## src/ix_pkg.sv

```systemverilog
// Shared types and sizes for the integer execute stage.
// Imported by the RTL modules and by the testbench.

package ix_pkg;

    localparam int NUM_LANES = 4;
    localparam int NUM_THREADS = 4;
    localparam int SCALAR_WIDTH = 32;

    // Lane and thread values
    typedef logic [SCALAR_WIDTH-1:0] scalar_t;
    typedef scalar_t [NUM_LANES-1:0] vector_t;
    typedef logic [NUM_LANES-1:0] vector_mask_t;
    typedef logic [$clog2(NUM_THREADS)-1:0] thread_idx_t;
    typedef logic [NUM_THREADS-1:0] thread_bits_t;
    typedef scalar_t [NUM_THREADS-1:0] eret_table_t;

    // Result of a zero count, 0 to 32
    typedef logic [$clog2(SCALAR_WIDTH):0] bit_count_t;

    typedef enum logic [5:0] {
        OP_OR      = 6'h01,
        OP_AND     = 6'h03,
        OP_XOR     = 6'h05,
        OP_ADD_I   = 6'h06,
        OP_SUB_I   = 6'h07,
        OP_ASHR    = 6'h09,
        OP_SHR     = 6'h0a,
        OP_SHL     = 6'h0b,
        OP_CLZ     = 6'h0c,
        OP_CTZ     = 6'h0e,
        OP_MOVE    = 6'h0f,
        OP_CMPEQ_I = 6'h10,
        OP_CMPNE_I = 6'h11,
        OP_CMPGT_I = 6'h12,
        OP_CMPGE_I = 6'h13,
        OP_CMPLT_I = 6'h14,
        OP_CMPLE_I = 6'h15,
        OP_CMPGT_U = 6'h16,
        OP_CMPGE_U = 6'h17,
        OP_CMPLT_U = 6'h18,
        OP_CMPLE_U = 6'h19,
        OP_SEXT8   = 6'h1d,
        OP_SEXT16  = 6'h1e
    } alu_op_t;

    typedef enum logic [2:0] {
        BRANCH_ZERO          = 3'd0,
        BRANCH_NOT_ZERO      = 3'd1,
        BRANCH_ALWAYS        = 3'd2,
        BRANCH_CALL_OFFSET   = 3'd3,
        BRANCH_CALL_REGISTER = 3'd4,
        BRANCH_REGISTER      = 3'd5,
        BRANCH_ERET          = 3'd6
    } branch_type_t;

    typedef enum logic [1:0] {
        PIPE_MEM         = 2'd0,
        PIPE_INT_ARITH   = 2'd1,
        PIPE_FLOAT_ARITH = 2'd2
    } pipe_sel_t;

    typedef struct packed {
        alu_op_t alu_op;
        pipe_sel_t pipeline_sel;
        logic branch;
        branch_type_t branch_type;
        scalar_t pc;
        scalar_t immediate_value;
    } decoded_inst_t;

    typedef struct packed {
        logic valid;
        logic taken;
        logic conditional;
        logic fault;
        scalar_t target;
    } branch_decision_t;

    typedef struct packed {
        logic uncond_branch;
        logic cond_taken;
        logic cond_not_taken;
    } perf_events_t;

    typedef struct packed {
        logic en;
        scalar_t pc;
    } rollback_t;

endpackage

```

## src/branch_resolve.sv

```systemverilog
// Qualifies the instruction for this pipeline and resolves its branch.
// Lane 0 supplies the condition and the register target.
`timescale 1ns/1ps

module branch_resolve (
    input logic instruction_valid,
    input ix_pkg::decoded_inst_t instruction,
    input ix_pkg::thread_idx_t thread_idx,
    input logic rollback_en,
    input ix_pkg::thread_idx_t rollback_thread_idx,
    input ix_pkg::scalar_t lane0_operand1,
    input ix_pkg::eret_table_t eret_address,
    input ix_pkg::thread_bits_t supervisor_en,
    output ix_pkg::branch_decision_t decision
);
    import ix_pkg::*;

    logic squashed;
    logic valid;
    logic eret;
    logic fault;
    logic taken;
    logic conditional;
    scalar_t target;

    // Writeback is rolling back this thread, drop the instruction
    assign squashed = rollback_en && rollback_thread_idx == thread_idx;
    assign valid = instruction_valid && !squashed
        && instruction.pipeline_sel == PIPE_INT_ARITH;

    // eret is privileged
    assign eret = valid && instruction.branch && instruction.branch_type == BRANCH_ERET;
    assign fault = eret && !supervisor_en[thread_idx];

    always_comb
    begin
        taken = 1'b0;
        conditional = 1'b0;
        if (valid && instruction.branch && !fault)
        begin
            case (instruction.branch_type)
                BRANCH_ZERO:
                begin
                    taken = !lane0_operand1[0];
                    conditional = 1'b1;
                end
                BRANCH_NOT_ZERO:
                begin
                    taken = lane0_operand1[0];
                    conditional = 1'b1;
                end
                BRANCH_ALWAYS, BRANCH_CALL_OFFSET, BRANCH_CALL_REGISTER,
                BRANCH_REGISTER, BRANCH_ERET:
                    taken = 1'b1;
                default:
                    taken = 1'b0;
            endcase
        end
    end

    // Target is computed regardless of taken
    always_comb
    begin
        case (instruction.branch_type)
            BRANCH_CALL_REGISTER, BRANCH_REGISTER:
                target = lane0_operand1;
            BRANCH_ERET:
                target = eret_address[thread_idx];
            default:
                target = instruction.pc + instruction.immediate_value;
        endcase
    end

    always_comb
    begin
        decision.valid = valid;
        decision.taken = taken;
        decision.conditional = conditional;
        decision.fault = fault;
        decision.target = target;
        assert final (!(decision.fault && decision.taken))
        else $error("privileged fault with branch taken");
    end

endmodule

```

## config.mk

```make
export PLATFORM = sky130hd
export DESIGN_NAME = branch_resolve
export DESIGN_NICKNAME = d
export VERILOG_FILES = /design/src/ix_pkg.sv /design/src/branch_resolve.sv
export SDC_FILE = /design/constraint.sdc
export NUM_CORES = 1
export LEC_CHECK = 0
export BUFFER_PORTS_ARGS = -buffer_cell sky130_fd_sc_hd__buf_2
export CAP_MARGIN = 10
export CORE_AREA = 2 2 109 111
export DETAILED_ROUTE_END_ITERATION = 12
export DIE_AREA = 0 0 111 113
export MAX_ROUTING_LAYER = met4
export PLACE_DENSITY = 0.77
export SLEW_MARGIN = 20
export SYNTH_ARGS = -nofsm -noshare
export SYNTH_HDL_FRONTEND = slang
export SYNTH_SLANG_ARGS = --single-unit
```

## constraint.sdc

```tcl
create_clock -name vclk -period 2
set_input_delay 0.1 -clock vclk [all_inputs]
set_output_delay 0.1 -clock vclk [all_outputs]
set_load 0.01 [all_outputs]
```

==> flow_metrics.py <==
metrics = {
    "run_status": {
        "status": "finished, violations left",
        "violations": "setup timing",
    },
    "yosys": {
        "yosys.area_share.simple_pct": 18.8,
        "synth-compound-area-share_pct": 30.6,
        "synth.cell_area_um2": 3180,
        "synthCells": 399,
        "synth.area.mux_share_pct": 24.1,
        "synth_xor_area_share_pct": 7.44,
        "ys_seq_area_share_pct": 0,
        "yosys.area_share.adder_pct": 12.8,
        "syn_nets": 677,
        "yosys.cell_types.count": 60,
        "synth_top_family_by_area": "compound AO/OA/AOI/OAI gates",
        "syn_avg_cell_area_um2": 7.97,
        "yosys_warnings": 0,
    },
    "worst_setup_path": {
        "start_kind": "input pin",
        "crit_fanout": 4,
        "cpLargestDelayFamily": "compound AO/OA/AOI/OAI gates",
        "required_ns": 1.90,
        "path_class": "input pin to output port",
        "worstPathArrival_ns": 2.21,
        "end_kind": "output port",
        "cp.buffers_inverters": 2,
        "crit_chain": "buf_6 -> ha_4 -> a21o_1 -> a31o_1 -> a31o_4 -> a31oi_4 -> o31ai_2 -> a21bo_1 -> or4_1 -> nand4_1 -> buf_2",
        "slowest_stage": "or4_1",
        "crit_path_max_incr_delay_ns": 0.49,
    },
    "global_routing": {
        "grtUsageTotal_pct": 24.1,
        "grt_overflow": 0,
        "grt_pass1_vias": 5007,
        "antenna_found_initial": 1,
        "grt_max_degree": 21,
        "grt_pass1_wl_um": 24100,
    },
    "detailed_routing": {
        "drt-wirelength-per-cell_um": 17.6,
        "dr.pass1.iters": 5,
        "wl_met1_um": 5920,
        "wl_met3_um": 992,
        "via_per_inst": 5.29,
        "top_layer": "met4",
        "routed_wl_um": 15600,
        "drc": 0,
        "drtIter0Drc": 184,
        "ant_nets": 0,
        "dr_wl_met2_um": 8100,
        "num_vias": 4692,
    },
    "power_and_ir_drop": {
        "peakVddDrop_v": 0.000180,
        "p_leak_nw": 2.86,
        "report.power.total_mw": 1.91,
        "power_density_nw_per_um2": 321,
    },
    "timing": {
        "finalSetupViolations": 20,
        "hold_viol_final": 0,
        "relSlewSlack_pct": 70.5,
        "setup_ws_ns": -0.312,
        "rsz0062_at_grt": "yes",
        "period_share_pct": 116,
        "fmax_ghz": 0.433,
        "period_needed_ns": 2.31,
        "tightestPinTransition_ns": 0.439,
        "slew_viol_final": 0,
    },
    "floorplan": {
        "die_h_um": 113,
        "die_w_um": 111,
        "die-area_um2": 12500,
        "core_um2": 11300,
        "start_util_pct": 28.2,
        "core.rowCount": 39,
        "ios": 282,
    },
    "place": {
        "dp_cells": 875,
        "gp_congestion": 0.894,
        "place_hpwl_um": 13000,
        "portBuffers": 276,
    },
    "cells_and_area": {
        "seq_cells": 0,
        "n_fill_cell": 1077,
        "register_area_um2": 0,
        "drive_gt1_share_pct": 65.1,
        "area_growth_pct": 86.8,
        "clockBufferCount": 0,
        "nNetsFinal": 1023,
        "multi_input_comb_area_um2": 3480,
        "finalNonFillerCells": 887,
    },
    "job": {
        "cap_violations": 0,
    },
    "min_path": {
        "min_path_type": "input pin to output port",
    },
}
==> power by group <==
| part | total [mW] | switching [mW] | internal [mW] |
|---|---|---|---|
| Clock | 0.0000000668 | 0 | 0.0000000668 |
| Combinational | 1.91 | 0.909 | 1.00 |
| Sequential | 0 | 0 | 0 |
==> timing repair <==
action	4_1_cts	5_1_grt
setup buffers	7	9
endpoints found under the setup margin	24	25
pin swaps	48	38
hold buffers	0	0
resized for setup	74	33
==> cell type report <==
| class | count | share of cell area [%] |
|---|---|---|
| inverter | 7 | 0.442 |
| multi-input combinational | 359 | 58.5 |
| timing repair buffer | 377 | 38.0 |
| antenna | 1 | 0.0421 |
| tap | 143 | 3.01 |
==> stage by stage <==
stage	area (µm²)	setup TNS, ns	hold slack (ns)	setup WS [ns]	util, %
CTS	5710	-3.96	0.482	-0.300	50.7
global route	5940	-6.14	0.521	-0.414	52.7
global placement	5320	-7.11	0.479	-0.444	47.2
floorplan	3220	-0.333	0.346	-0.177	-
detailed placement	5320	-7.85	0.483	-0.513	47.2
finish	5940	-3.76	0.482	-0.312	52.7
==> tightest hold or removal path, cell delays in order <==
cell and delay, ns:
buf_2 0.07, a31oi_1 0.08, buf_2 0.13
==> synth_stat cells (all sizes together), types with 5 or more instances <==
| cell type | number | area (µm²) |
|---|---|---|
| o21ai | 37 | 185 |
| a21oi | 36 | 180 |
| nand2 | 36 | 135 |
| mux4 | 33 | 747 |
| ha | 31 | 388 |
| a22oi | 28 | 210 |
| clkbuf | 21 | 103 |
| nor2 | 17 | 63.8 |
| xnor2 | 15 | 131 |
| buf | 12 | 70.1 |
| xor2 | 12 | 105 |
| nand4 | 11 | 68.8 |
| nor3 | 10 | 55.1 |
| a21o | 9 | 68.8 |
| nand3 | 9 | 45.0 |
| a31oi | 8 | 65.1 |
| inv | 7 | 26.3 |
| nor2b | 6 | 37.5 |
| and2 | 5 | 31.3 |
| and3 | 5 | 32.5 |
==> placed cells by master (no fill, tap or decap), drive strengths merged, types with 3 or more instances in the layout <==
master  synthesis  layout
o21a            4       4
nand3           9       9
mux4           33      33
nand4          11      11
a211o           3       3
a21o            9       9
nor4            3       3
xnor2          15      15
nand2          36      36
a22oi          28      28
o31ai           4       4
a21oi          36      36
xor2           12      12
ha             31      31
nor3           10      10
nor2           17      17
inv             7       7
a31oi           8       8
nand2b          4       4
nor2b           6       6
buf            12     377
and3            5       5
o21ai          37      37
and2            5       5
or4             4       4
==> routing by layer <==
| layer | vias to the layer above | track usage, % |
|---|---|---|
| met2 | 214 | 45.2 |
| met3 | 42 | 3.11 |
| li1 | 2269 | - |
| met1 | 2167 | 26.7 |
| met4 | 0 | 7.58 |
| met5 | - | - |
==> final timing paths <==
| path | startpoint | end | slack, ns | depth (start not counted) |
|---|---|---|---|---|
| setup / recovery | instruction[36] | decision[31] | -0.31 | 11 |
| hold / removal | rollback_en | decision[35] | 0.48 | 3 |
==> logic make-up (layout without fill, tap and decap cells) <==
kind of cell | after synthesis | count (layout)
buffers and inverters | 40 | 384
adders and majority gates | 32 | 32
other | 0 | 1
AOI/OAI and AO/OA | 148 | 148
muxes | 35 | 35
xor gates and xnor gates | 27 | 27
and+or+nand+nor | 117 | 117
(Power assumes the default switching activity.)
